===== config.mk =====
export PLATFORM = sky130hd
export DESIGN_NAME = ooo_core
export DESIGN_NICKNAME = d
export VERILOG_FILES = /design/src/verilog/ooo_pkg.sv /design/src/verilog/alu_unit.sv /design/src/verilog/dispatch_unit.sv /design/src/verilog/ooo_core.sv /design/src/verilog/reservation_station.sv
export VERILOG_INCLUDE_DIRS = /design/src /design/src/include
export SDC_FILE = /design/constraint.sdc
export NUM_CORES = 2
export LEC_CHECK = 0
export BUFFER_PORTS_ARGS = -buffer_cell sky130_fd_sc_hd__buf_2
export CAP_MARGIN = 25
export CORE_UTILIZATION = 61
export CTS_CLUSTER_SIZE = 30
export DETAILED_ROUTE_END_ITERATION = 12
export GPL_ROUTABILITY_DRIVEN = 0
export GPL_TIMING_DRIVEN = 0
export PLACE_DENSITY = 0.75
export SETUP_SLACK_MARGIN = 0.3
export SKIP_LAST_GASP = 1
export SLEW_MARGIN = 20
export SYNTH_ARGS = -nofsm -noshare
export SYNTH_HDL_FRONTEND = slang
export SYNTH_SLANG_ARGS = --single-unit

===== constraint.sdc =====
create_clock -name clk -period 8.05 [get_ports clk]
set_input_delay 1.61 -clock clk [delete_from_list [all_inputs] [get_ports clk]]
set_output_delay 1.61 -clock clk [all_outputs]
set_load 0.01 [all_outputs]

===== src/include/ooo_params.svh =====
// Widths and depths shared by every block of the issue slice
// The station depth must be a power of two from 2 to 16 and stay below
// the number of rename tags, so that live tags never collide
`ifndef OOO_PARAMS_SVH
`define OOO_PARAMS_SVH

// Operand and result width in bits
`define OOO_DATA_W   32

// Rename tag width, which gives 16 tags
`define OOO_TAG_W    4

// Number of architectural registers
`define OOO_NUM_REGS 8

// Default number of reservation station slots
`define OOO_RS_DEPTH 8

`endif


===== src/verilog/ooo_pkg.sv =====
// Types that travel between the dispatch unit, the station and the ALU
// Widths come from the shared parameter header
`default_nettype none

`include "ooo_params.svh"

package ooo_pkg;

    // Plain vectors with a meaning of their own
    typedef logic [`OOO_DATA_W-1:0]            data_t;
    typedef logic [`OOO_TAG_W-1:0]             tag_t;
    typedef logic [$clog2(`OOO_NUM_REGS)-1:0]  reg_idx_t;

    // Integer operations, SLL shifts by the low 5 bits of source b
    typedef enum logic [2:0] {
        OP_ADD = 3'd0,
        OP_SUB = 3'd1,
        OP_AND = 3'd2,
        OP_OR  = 3'd3,
        OP_XOR = 3'd4,
        OP_SLL = 3'd5
    } opcode_t;

    // Incoming instruction in program order
    typedef struct packed {
        opcode_t  opcode;
        reg_idx_t rd;
        reg_idx_t rs1;
        reg_idx_t rs2;
    } insn_t;

    // One source operand, either ready with data or waiting on a tag
    typedef struct packed {
        tag_t  tag;
        data_t data;
        logic  ready;
    } src_t;

    // Entry handed from dispatch to the station, index 0 is source a
    typedef struct packed {
        opcode_t        opcode;
        src_t [1:0]     src;
        tag_t           dst_tag;
    } rs_entry_t;

    // Operation handed from the station to the ALU
    typedef struct packed {
        opcode_t opcode;
        data_t   src_a;
        data_t   src_b;
        tag_t    dst_tag;
    } issue_t;

    // Result broadcast on the common data bus
    typedef struct packed {
        logic  valid;
        tag_t  tag;
        data_t data;
    } cdb_t;

endpackage

`default_nettype wire


===== src/verilog/alu_unit.sv =====
// Single-cycle integer ALU whose result register drives the CDB
// There is no stall, every issued operation appears one cycle later
// Flush drops the operation issued in the flush cycle
`default_nettype none

module alu_unit (
    input  wire               clk,
    input  wire               n_rst,
    input  wire               i_flush,
    input  wire               i_issue_valid,
    input  ooo_pkg::issue_t   i_issue,
    output ooo_pkg::cdb_t     o_cdb
);

    ooo_pkg::data_t  result;
    ooo_pkg::data_t  data_q;
    ooo_pkg::tag_t   tag_q;
    logic            valid_q;

    // Operation decode
    always_comb begin
        case (i_issue.opcode)
            ooo_pkg::OP_ADD: result = i_issue.src_a + i_issue.src_b;
            ooo_pkg::OP_SUB: result = i_issue.src_a - i_issue.src_b;
            ooo_pkg::OP_AND: result = i_issue.src_a & i_issue.src_b;
            ooo_pkg::OP_OR:  result = i_issue.src_a | i_issue.src_b;
            ooo_pkg::OP_XOR: result = i_issue.src_a ^ i_issue.src_b;
            // Shift amount is the low 5 bits of source b
            ooo_pkg::OP_SLL: result = i_issue.src_a << i_issue.src_b[4:0];
            default:         result = '0;
        endcase
    end

    // The valid bit is the only control state here
    always_ff @(posedge clk or negedge n_rst) begin
        if (!n_rst) begin
            valid_q <= 1'b0;
        end else begin
            valid_q <= i_issue_valid && !i_flush;
        end
    end

    // Result and tag only load on an issue
    always_ff @(posedge clk) begin
        if (i_issue_valid) begin
            data_q <= result;
            tag_q  <= i_issue.dst_tag;
        end
    end

    assign o_cdb.valid = valid_q;
    assign o_cdb.tag   = tag_q;
    assign o_cdb.data  = data_q;

    // A station slot holding garbage would show up here as an undefined opcode
    a_opcode_defined: assert property (
        @(posedge clk) disable iff (!n_rst)
        i_issue_valid |-> (i_issue.opcode inside {ooo_pkg::OP_ADD, ooo_pkg::OP_SUB,
                                                  ooo_pkg::OP_AND, ooo_pkg::OP_OR,
                                                  ooo_pkg::OP_XOR, ooo_pkg::OP_SLL})
    ) else $error("issued opcode is not a defined operation");

endmodule

`default_nettype wire


===== src/verilog/dispatch_unit.sv =====
// In-order dispatch with register renaming over a rolling tag counter
// Results are written to the register file straight from the CDB
// The caller must hold its instruction while o_stall is high
`default_nettype none

`include "ooo_params.svh"

module dispatch_unit (
    input  wire                 clk,
    input  wire                 n_rst,
    input  wire                 i_flush,
    input  wire                 i_insn_valid,
    input  ooo_pkg::insn_t      i_insn,
    input  wire                 i_full,
    input  ooo_pkg::cdb_t       i_cdb,
    input  ooo_pkg::reg_idx_t   i_rd_addr,
    output logic                o_stall,
    output logic                o_disp_valid,
    output ooo_pkg::rs_entry_t  o_disp,
    output ooo_pkg::data_t      o_rd_data
);

    // Register status table with one value, busy bit and producer tag per register
    ooo_pkg::data_t              reg_val_q [`OOO_NUM_REGS];
    ooo_pkg::tag_t               reg_tag_q [`OOO_NUM_REGS];
    logic [`OOO_NUM_REGS-1:0]    reg_busy_q;

    // Next tag to hand out, it only moves on an accepted instruction
    ooo_pkg::tag_t               next_tag_q;

    // Source register numbers, index 0 feeds operand a
    ooo_pkg::reg_idx_t           src_idx [2];

    logic                        accept;

    // Stall follows the station full level and nothing else
    assign o_stall      = i_full;
    assign accept       = i_insn_valid && !i_full;
    assign o_disp_valid = accept;

    assign src_idx[0]   = i_insn.rs1;
    assign src_idx[1]   = i_insn.rs2;

    // Build the station entry from the status table
    // A result on the CDB this cycle is bypassed so the entry never misses it
    always_comb begin
        o_disp.opcode  = i_insn.opcode;
        o_disp.dst_tag = next_tag_q;
        for (int k = 0; k < 2; k++) begin
            o_disp.src[k].tag = reg_tag_q[src_idx[k]];
            if (!reg_busy_q[src_idx[k]]) begin
                o_disp.src[k].data  = reg_val_q[src_idx[k]];
                o_disp.src[k].ready = 1'b1;
            end else if (i_cdb.valid && (i_cdb.tag == reg_tag_q[src_idx[k]])) begin
                o_disp.src[k].data  = i_cdb.data;
                o_disp.src[k].ready = 1'b1;
            end else begin
                // Still waiting, the station wakes it on the matching pulse
                o_disp.src[k].data  = '0;
                o_disp.src[k].ready = 1'b0;
            end
        end
    end

    always_ff @(posedge clk or negedge n_rst) begin
        if (!n_rst) begin
            reg_busy_q <= '0;
            next_tag_q <= '0;
            for (int r = 0; r < `OOO_NUM_REGS; r++) begin
                reg_val_q[r] <= '0;
                reg_tag_q[r] <= '0;
            end
        end else begin
            // Write back any register whose pending producer just broadcast
            for (int r = 0; r < `OOO_NUM_REGS; r++) begin
                if (i_cdb.valid && reg_busy_q[r] && (reg_tag_q[r] == i_cdb.tag)) begin
                    reg_val_q[r]  <= i_cdb.data;
                    reg_busy_q[r] <= 1'b0;
                end
            end
            // Flush forgets every in-flight producer but keeps written values
            // A rename in the same cycle wins over the write back above
            if (i_flush) begin
                reg_busy_q <= '0;
            end else if (accept) begin
                reg_busy_q[i_insn.rd] <= 1'b1;
                reg_tag_q[i_insn.rd]  <= next_tag_q;
            end
            // Tags keep counting across a flush
            if (accept) begin
                next_tag_q <= next_tag_q + 1'b1;
            end
        end
    end

    // Read port for the register file, values only
    assign o_rd_data = reg_val_q[i_rd_addr];

    // A broadcast of the next tag to hand out means live tags have wrapped
    a_no_tag_wrap: assert property (
        @(posedge clk) disable iff (!n_rst) i_cdb.valid |-> (i_cdb.tag != next_tag_q)
    ) else $error("CDB carries the tag about to be allocated");

endmodule

`default_nettype wire


===== src/verilog/ooo_core.sv =====
// Top of the issue slice with dispatch, station and ALU in a loop on the CDB
// Minimum latency from the accepting edge to the CDB pulse is 2 cycles
// i_hold blocks issue only, dispatch continues until the station fills
`default_nettype none

`include "ooo_params.svh"

module ooo_core (
    input  wire                 clk,
    input  wire                 n_rst,
    input  wire                 i_flush,
    input  wire                 i_hold,
    input  wire                 i_insn_valid,
    input  ooo_pkg::insn_t      i_insn,
    input  ooo_pkg::reg_idx_t   i_rd_addr,
    output logic                o_stall,
    output ooo_pkg::cdb_t       o_cdb,
    output ooo_pkg::data_t      o_rd_data
);

    logic                disp_valid;
    ooo_pkg::rs_entry_t  disp;
    logic                rs_full;
    logic                issue_valid;
    ooo_pkg::issue_t     issue;
    ooo_pkg::cdb_t       cdb;

    dispatch_unit u_dispatch (
        .clk          (clk),
        .n_rst        (n_rst),
        .i_flush      (i_flush),
        .i_insn_valid (i_insn_valid),
        .i_insn       (i_insn),
        .i_full       (rs_full),
        .i_cdb        (cdb),
        .i_rd_addr    (i_rd_addr),
        .o_stall      (o_stall),
        .o_disp_valid (disp_valid),
        .o_disp       (disp),
        .o_rd_data    (o_rd_data)
    );

    reservation_station #(
        .RS_DEPTH (`OOO_RS_DEPTH)
    ) u_rs (
        .clk           (clk),
        .n_rst         (n_rst),
        .i_flush       (i_flush),
        .i_disp_valid  (disp_valid),
        .i_disp        (disp),
        .i_cdb         (cdb),
        .i_fu_hold     (i_hold),
        .o_full        (rs_full),
        .o_issue_valid (issue_valid),
        .o_issue       (issue)
    );

    alu_unit u_alu (
        .clk           (clk),
        .n_rst         (n_rst),
        .i_flush       (i_flush),
        .i_issue_valid (issue_valid),
        .i_issue       (issue),
        .o_cdb         (cdb)
    );

    // The same broadcast the internal blocks see
    assign o_cdb = cdb;

endmodule

`default_nettype wire


===== src/verilog/reservation_station.sv =====
// Age-matrix reservation station that issues the oldest ready entry
// RS_DEPTH must be a power of two from 2 to 16 and below the tag count
// Issue is combinational from slot state and is blocked by i_fu_hold
`default_nettype none

`include "ooo_params.svh"

module reservation_station #(
    parameter int RS_DEPTH = `OOO_RS_DEPTH
) (
    input  wire                 clk,
    input  wire                 n_rst,
    input  wire                 i_flush,
    input  wire                 i_disp_valid,
    input  ooo_pkg::rs_entry_t  i_disp,
    input  ooo_pkg::cdb_t       i_cdb,
    input  wire                 i_fu_hold,
    output logic                o_full,
    output logic                o_issue_valid,
    output ooo_pkg::issue_t     o_issue
);

    localparam int SLOT_W = $clog2(RS_DEPTH);

    // Per-slot state, the entry itself has no reset
    ooo_pkg::rs_entry_t      slot_q  [RS_DEPTH];
    logic [SLOT_W-1:0]       age_q   [RS_DEPTH];
    logic [RS_DEPTH-1:0]     empty_q;

    // older[i][j] is set when slot i is older than slot j
    logic [RS_DEPTH-1:0]     older   [RS_DEPTH];
    logic [RS_DEPTH-1:0]     ready;
    logic [RS_DEPTH-1:0]     issue_sel;
    logic [RS_DEPTH-1:0]     disp_sel;
    logic [SLOT_W-1:0]       issue_slot;
    logic [SLOT_W-1:0]       issue_age;
    logic                    dispatching;
    logic                    issuing;
    logic                    age_clash;

    // Age matrix and ready vector
    always_comb begin
        for (int i = 0; i < RS_DEPTH; i++) begin
            ready[i] = !empty_q[i] && slot_q[i].src[0].ready && slot_q[i].src[1].ready;
            for (int j = 0; j < RS_DEPTH; j++) begin
                older[i][j] = (i == j) ? 1'b1 : (age_q[i] > age_q[j]);
            end
        end
    end

    // A ready slot wins when it is older than every other ready slot
    // Columns of slots that are not ready are masked to one
    always_comb begin
        for (int i = 0; i < RS_DEPTH; i++) begin
            issue_sel[i] = ready[i] && (&(older[i] | ~ready));
        end
    end

    // Lowest empty slot takes the next dispatched entry
    assign disp_sel    = empty_q & ~(empty_q - 1'b1);
    assign o_full      = ~|empty_q;
    assign dispatching = i_disp_valid && !o_full;
    assign issuing     = (|issue_sel) && !i_fu_hold;

    // One-hot selection to slot index
    always_comb begin
        issue_slot = '0;
        for (int i = 0; i < RS_DEPTH; i++) begin
            if (issue_sel[i]) begin
                issue_slot = issue_slot | SLOT_W'(i);
            end
        end
    end

    assign issue_age = age_q[issue_slot];

    assign o_issue_valid   = issuing;
    assign o_issue.opcode  = slot_q[issue_slot].opcode;
    assign o_issue.src_a   = slot_q[issue_slot].src[0].data;
    assign o_issue.src_b   = slot_q[issue_slot].src[1].data;
    assign o_issue.dst_tag = slot_q[issue_slot].dst_tag;

    // Occupancy and ages
    // Dispatch alone puts the new entry at age 0 and ages everything else
    // Issue alone closes the gap above the issuing age
    // Both together only age the slots younger than the issuing one
    always_ff @(posedge clk or negedge n_rst) begin
        if (!n_rst) begin
            empty_q <= '1;
            for (int i = 0; i < RS_DEPTH; i++) begin
                age_q[i] <= '0;
            end
        end else begin
            for (int i = 0; i < RS_DEPTH; i++) begin
                if (i_flush) begin
                    empty_q[i] <= 1'b1;
                end else if (issuing && issue_sel[i]) begin
                    empty_q[i] <= 1'b1;
                end else if (dispatching && disp_sel[i]) begin
                    empty_q[i] <= 1'b0;
                end

                if (dispatching && disp_sel[i]) begin
                    age_q[i] <= '0;
                end else if (dispatching && issuing) begin
                    if (age_q[i] < issue_age) begin
                        age_q[i] <= age_q[i] + 1'b1;
                    end
                end else if (dispatching) begin
                    age_q[i] <= age_q[i] + 1'b1;
                end else if (issuing && (age_q[i] > issue_age)) begin
                    age_q[i] <= age_q[i] - 1'b1;
                end
            end
        end
    end

    // Entry capture and operand wakeup
    // A source that is already ready ignores the bus, its tag may be reused
    always_ff @(posedge clk) begin
        for (int i = 0; i < RS_DEPTH; i++) begin
            if (dispatching && disp_sel[i]) begin
                slot_q[i] <= i_disp;
            end else begin
                for (int k = 0; k < 2; k++) begin
                    if (!slot_q[i].src[k].ready && i_cdb.valid &&
                        (i_cdb.tag == slot_q[i].src[k].tag)) begin
                        slot_q[i].src[k].data  <= i_cdb.data;
                        slot_q[i].src[k].ready <= 1'b1;
                    end
                end
            end
        end
    end

    // Any two occupied slots sharing an age
    always_comb begin
        age_clash = 1'b0;
        for (int i = 0; i < RS_DEPTH; i++) begin
            for (int j = i + 1; j < RS_DEPTH; j++) begin
                if (!empty_q[i] && !empty_q[j] && (age_q[i] == age_q[j])) begin
                    age_clash = 1'b1;
                end
            end
        end
    end

    // The picker relies on distinct ages to yield at most one winner
    a_issue_onehot: assert property (
        @(posedge clk) disable iff (!n_rst) $onehot0(issue_sel)
    ) else $error("more than one slot selected for issue");

    a_ages_distinct: assert property (
        @(posedge clk) disable iff (!n_rst) !age_clash
    ) else $error("two occupied slots share an age");

endmodule

`default_nettype wire

Word-level counts from Yosys, hierarchy flattened
Memory sizes are Yosys's and may differ from the RTL's.
Cells that the tools add are included.
{ "op_classes": {"add_sub_neg": 20, "order_cmp": 82, "n_eq_ne": 39, "n_shift": 1, "muxes": 209, "bitwise_logic": 53, "reduce_logical": 168} }
{ "op_table": {"columns": ["op", "count"], "rows": [
  ["32-bit 2-to-1 mux", 22],
  ["32-bit binary-select mux with 3-bit select", 3],
  ["3-bit greater-than comparator", 64],
  ["32-bit one-hot mux with 6 select lines", 1],
  ["3-bit 2-to-1 mux", 46],
  ["33-bit 2-to-1 mux", 4],
  ["1-bit 2-to-1 mux", 116],
  ["1-bit logical AND", 105],
  ["4-bit equality test", 26],
  ["8-bit OR", 9],
  ["8-bit AND reduction", 8],
  ["32-bit adder", 1],
  ["32-bit bitwise AND", 1],
  ["32-bit bitwise mux", 1],
  ["1-bit OR", 32],
  ["32-bit OR", 1],
  ["4-bit nonzero test", 8],
  ["32-bit by 5-bit left shift with 32-bit output", 1],
  ["32-bit subtractor", 1],
  ["32-bit bitwise XOR", 1],
  ["1-bit zero test", 27],
  ["3-bit by 1-bit adder with 3-bit output (second input constant)", 8],
  ["4-bit binary-select mux with 3-bit select", 2],
  ["3-bit < comparator", 8],
  ["other kinds (27)", 76]
]} }
{ "word_totals": {"ff_bits": 369, "mem_bits_rw": 648, "output_inout_bits": 70, "wordCells": 610, "memories": 1} }
{ "mem_list": {"columns": ["name", "words", "width", "rd", "rd_ports_with_merged_regs", "wr", "line", "rtl"], "rows": [
  ["u_rs.slot_q", 8, 81, 9, 0, 8, "reservation_station.sv:26", "ooo_pkg::rs_entry_t slot_q [RS_DEPTH];"]
]} }

Depth between registers and ports, before layout
{ "logic_depth": {"ltp_word": 24, "ltp_mapped": 37, "depth_no_buf": 32} }

By module
From an unflattened synthesis, not the netlist that was laid out.
{ "hier_totals": {"cells_unflattened": 5626, "area_unflattened_um2": 62449.9} }
{ "by_module_without_submodules": {"columns": ["module", "n_inst", "cells_per_inst", "area_each_um2", "seq_area_each_um2"], "rows": [
  ["reservation_station", 1, 3231, 36942.9, 20249.4],
  ["dispatch_unit", 1, 1533, 18475.2, 7507.2],
  ["alu_unit", 1, 862, 7031.7, 1106.1]
]} }

Least setup slack after synthesis
No wires, ideal clock.
{ "synth_timing": {"kind": "reg2reg", "from": "reg u_rs.age_q[14] in the netlist's numbering", "to": "reg u_alu.data_q[25], data pin", "arrival_time_ns": 7.153, "t_required_ns": 7.771, "setup_slack_ns": 0.617, "stages_incl_launch_ff": 38, "path_cell_list": "dfrtp_1 -> inv_1 -> ha_1 -> a21oi_1 -> a21oi_1 -> or3_1 -> or3_1 -> o21a_1 -> buf_2 -> nand3_4 -> buf_6 -> buf_6 -> buf_2 -> buf_4 -> o311a_1 -> a31o_1 -> buf_2 -> and2_1 -> [2 not listed] -> nor2_1 -> xnor2_1 -> ha_1 -> o21a_1 -> o31ai_1 -> a211oi_1 -> nor2_1 -> a211o_1 -> o21a_1 -> a21boi_0 -> a21oi_1 -> o211ai_1 -> nor4b_1 -> o31a_1 -> a2111oi_0 -> and2_1 -> a31o_1 -> a31oi_1"} }
{ "synth_via": {"elab_chain_len": 14, "elab_cells_between_ends": 55, "classes_between": "add/sub (2); order compare (13); eq/ne (5); shift (1); mux (8); bitwise (10); reduce/logical (15); memory (1)"} }
{ "synth_lines": {"columns": ["element", "line", "rtl"], "rows": [
  ["start: declaration", "reservation_station.sv:27", "logic [SLOT_W-1:0] age_q [RS_DEPTH];"],
  ["start signal: indexed assignment", "reservation_station.sv:107", "age_q[i] <= age_q[i] + 1'b1;"],
  ["start signal: indexed assignment", "reservation_station.sv:110", "age_q[i] <= age_q[i] + 1'b1;"],
  ["start signal: indexed assignment", "reservation_station.sv:112", "age_q[i] <= age_q[i] - 1'b1;"],
  ["3-bit greater-than comparator", "reservation_station.sv:46", "older[i][j] = (i == j) ? 1'b1 : (age_q[i] > age_q[j]);"],
  ["8-bit OR", "reservation_station.sv:55", "issue_sel[i] = ready[i] && (&(older[i] | ~ready));"],
  ["8-bit AND reduction", "reservation_station.sv:55", null],
  ["1-bit logical AND", "reservation_station.sv:55", null],
  ["1-bit 2-to-1 mux", "reservation_station.sv:69", "if (issue_sel[i]) begin"],
  ["2-bit 2-to-1 mux (2 in series)", "reservation_station.sv:69", null],
  ["3-bit 2-to-1 mux (3 in series)", "reservation_station.sv:69", null],
  ["3-bit 2-to-1 mux *", "reservation_station.sv:69", null],
  ["memory read 8 x 81 bit *", null, null],
  ["32-bit subtractor (tied with other cells)", "alu_unit.sv:24", "ooo_pkg::OP_SUB: result = i_issue.src_a - i_issue.src_b;"],
  ["32-bit one-hot mux with 6 select lines *", "alu_unit.sv:22", "case (i_issue.opcode)"],
  ["end signal: assignment", "alu_unit.sv:46", "data_q <= result;"],
  ["end: declaration", "alu_unit.sv:16", "ooo_pkg::data_t data_q;"]
]} }
Mark *: on every way between the ends. The rest lies on a longest branch, timed or not.
A chain may end at the register's enable or synchronous reset.

Final worst setup path
{ "layout_timing": {"from": "reg u_rs.age_q[14] in the netlist's numbering", "to": "reg u_alu.data_q[30], data pin"} }
Same word-level chain as after synthesis.

==> results.yml <==
run_status:
  status: "finished clean"
pwr:
  power.density_mw_per_mm2: 224.0
  leakagePower_nw: 28.67
  power.total_mw: 15.65
  vdd_drop_max_uv: 176.9
synth:
  synth_seq_cells: 1017
  synth_flop_cell: "edfxtp_1"
  synth_top_area_share_pct: 33.29
  ys_types: 99
  yosysWarnings: 0
  netlist_instances: 5177
  netlist_area_mm2: 0.06152
  synth_area_leader_cell: "edfxtp_1"
  ys_top_cells_by_area: "edfxtp_1 (33%), dfrtp_1 (13%), mux2_2 (11%), mux4_2 (9.2%), mux2i_1 (4.8%)"
  synth_area_per_cell_um2: 11.88
  synth_edf_count: 682
  synth_fp_nets: 5420
  yosysSeqAreaShare_pct: 46.92
  async_flop_share_pct: 32.74
routing:
  viasPerCell: 7.158
  route.detailed.drc: 0
  wirelength_um: 216800
  drt_iter0_markers: 8408
  antenna_left: 0
  vias: 49450
  wl_per_cell_um: 31.39
  dr.pass1.iters: 10
global_route:
  gr-total-overflow: 0
  grt_pass1_wl_um: 312200
  grt_max_degree: 98
  grt_pass1_vias: 47810
  grt_usage_pct: 41.81
  antenna_found_initial: 8
sta:
  rsz0062_at_grt: "yes"
  finalMaxSlewViolations: 0
  tightest_slew_ns: 1.177
  finalClockSkew_ns: 0.04921
  fin_crit_ns: 7.954
  fin_setup_tns_ns: 0
  fin_ws_ns: 0.09646
  fmax_ghz: 0.1257
  fin_crit_sh_pct: 98.80
  setup_viol_count_final: 0
  max-slew-margin-rel_pct: 21.56
  hold_viol: 0
worst_setup_path:
  r2r_slack_ns: 0.1
  worst_setup_path_start_kind: "flop"
  crit_required_ns: 8.47
  arrival_ns: 8.38
  r2r_start: "u_rs.age_q[14]$_DFFE_PN0P_"
  criticalPathCategory: "flop to flop"
  worst_path_max_delay_cell: "or3_4"
  cp_max_fo: 10
  crit_top_cell: "nand2_1"
  cpPeakStageDelay_ns: 0.45
  ff2ff_path_depth: 36
  cp-end-kind: "flop"
  r2r_end: "u_alu.data_q[30]$_SDFFCE_PN0P_"
layout:
  drive_above_1_share_pct: 26.75
  stdcell_area_mm2: 0.06989
  seqCellArea_mm2: 0.02889
  area_growth_pct: 13.61
  nets: 5766
  fin_cells: 6908
  fill_cells: 6878
  multi_input_area_mm2: 0.03098
die:
  die_w_um: 319.6
  pin_count: 90
  die-area_mm2: 0.1021
  rows: 116
  dieHeight_um: 319.6
  core_area_mm2: 0.1000
  start_util_pct: 61.52
job:
  max_cap_viol_count: 0
min_path:
  min-delay-start: "u_dispatch.reg_val_q[47]$_DFFE_PN0P_"
  holdPathStages: 1
  hold_end: "u_dispatch.reg_val_q[47]$_DFFE_PN0P_"
  worstHoldPathType: "flop to flop"
clock_tree:
  cts_buffer_depth: 3
  htreeDepth: 3
  path_clk_slew_ns: 0.06
  holdBufCountCts: 0
  ctsRootBufferMaster: "clkbuf_16"
  cts_buffers: 110
  cts_tree: "done"
  cts_sinks: 1017
  clkLatencyLatePin_ns: 0.74
placement:
  dpl_cell_area_mm2: 0.06400
  dp_slack_ns: -3.305
  placedCellCount: 6578
  io_buffers: 81
  hpwlAfterDp_um: 152500
==> power breakdown <==
group          internal [mW]  leakage, nW  total [mW]  switching [mW]
Sequential              5.95         10.7        6.28           0.336
Clock                   3.00         1.76        5.19            2.18
Combinational           1.73         16.2        4.18            2.45
==> layout by cell type, fill, tap and decap left out, drive strengths merged, types with 20 or more instances in the layout <==
cell type,count
inv,148
ha,222
a211oi,25
nand3,213
mux2i,303
a21oi,351
edfxtp,682
o22ai,54
nor2,372
a32oi,23
clkbuf,489
o211ai,32
a31oi,54
nor3,40
and3,20
nand3b,20
nand4,33
buf,340
xnor2,91
nand2,358
mux2,586
a22oi,41
nor2b,29
dfrtp,325
mux4,251
o21ai,170
xor2,40
==> synth_stat cells, drive strengths merged (7+ instances only) <==
cell	instances
edfxtp	682
mux2	586
nor2	372
nand2	358
a21oi	351
dfrtp	325
clkbuf	319
mux2i	303
mux4	251
ha	222
nand3	213
o21ai	170
inv	150
buf	114
xnor2	91
a31oi	54
o22ai	54
a22oi	41
nor3	40
xor2	40
nand4	33
o211ai	32
nor2b	29
a211oi	25
a32oi	23
and3	20
nand3b	20
a21o	16
nor4	16
nand2b	14
o221ai	14
o31ai	14
or2	14
o21a	13
or3	13
and2	12
a2111oi	8
a221o	8
a221oi	8
a32o	8
dfstp	8
o21bai	8
o221a	7
or4	7
==> critical path: cells and delay by family (launching register included) <==
family	cells	cell delay (ns)
flops	1	0.41
fa+ha+maj	2	0.62
buf+inv	8	1.35
xor+xnor	1	0.20
compound gates	15	3.43
simple gates	10	1.62
==> cell families after synthesis <==
group,after synthesis,synth area share (%)
adder cells (fa/ha/maj),223,4.548
multiplexers,1140,24.93
AO/OA/AOI/OAI,908,9.147
buffers and inverters,584,3.881
flip-flops,1017,46.92
AND/OR/NAND/NOR,1174,8.709
XOR/XNOR,131,1.865
==> how the worst max path moves through the flow <==
stage | start | to | slack (ns)
after floorplan | u_rs.age_q[14]$_DFFE_PN0P_ | u_alu.data_q[25]$_SDFFCE_PN0P_ | 0.62
after global placement | u_rs.age_q[1]$_DFFE_PN0P_ | u_alu.data_q[25]$_SDFFCE_PN0P_ | -3.54
after detailed placement | u_rs.age_q[3]$_DFFE_PN0P_ | u_alu.data_q[25]$_SDFFCE_PN0P_ | -3.31
after CTS | u_rs.age_q[10]$_DFFE_PN0P_ | u_alu.data_q[25]$_SDFFCE_PN0P_ | 0.30
after global routing | u_rs.age_q[2]$_DFFE_PN0P_ | u_alu.data_q[25]$_SDFFCE_PN0P_ | -0.07
final | u_rs.age_q[14]$_DFFE_PN0P_ | u_alu.data_q[30]$_SDFFCE_PN0P_ | 0.1
==> area by class of cell <==
type	instances	share of cell area, %
buffer	433	3.135
timing repair inverter	1	0.01074
timing repair buffer	233	2.814
inverter	151	0.8683
multi-input combinational	3576	44.33
tap	1298	2.324
clock inverter	34	0.5836
antenna	2	0.007161
sequential	1017	41.33
clock buffer	163	4.592
==> per-stage QoR <==
stage          hold WS [ns]  utilization (%)
2_1_floorplan        0.4946                -
3_3_place_gp         0.5189            63.55
3_5_place_dp         0.5295            64.00
4_1_cts              0.5422            69.20
5_1_grt              0.5617            69.88
6_report             0.5393            69.89
==> layer usage <==
layer / track usage, % / vias up / part of all wire (%)
met5: 0 / - / 0.046
met4: 23.17 / 6 / 6.6
met3: 14.35 / 920 / 16
met2: 61.65 / 4243 / 43
met1: 54.22 / 24010 / 35
li1: - / 20270 / -
==> what timing repair did <==
action	in CTS	in global routing
endpoints found under the setup margin	54	11
pin swaps	39	45
setup buffers	85	37
gates cloned	1	1
resized for setup	222	65
==> state kept, by name, indices dropped and copies added, names as in the netlist <==
signal	flops
u_rs.slot_q	648
u_dispatch.reg_val_q	256
u_alu.data_q	32
u_dispatch.reg_tag_q	32
u_rs.age_q	24
u_dispatch.reg_busy_q	8
u_rs.empty_q	8
u_alu.tag_q	4
u_dispatch.next_tag_q	4
u_alu.valid_q	1
Note: power is estimated with default switching activity, not from simulation.
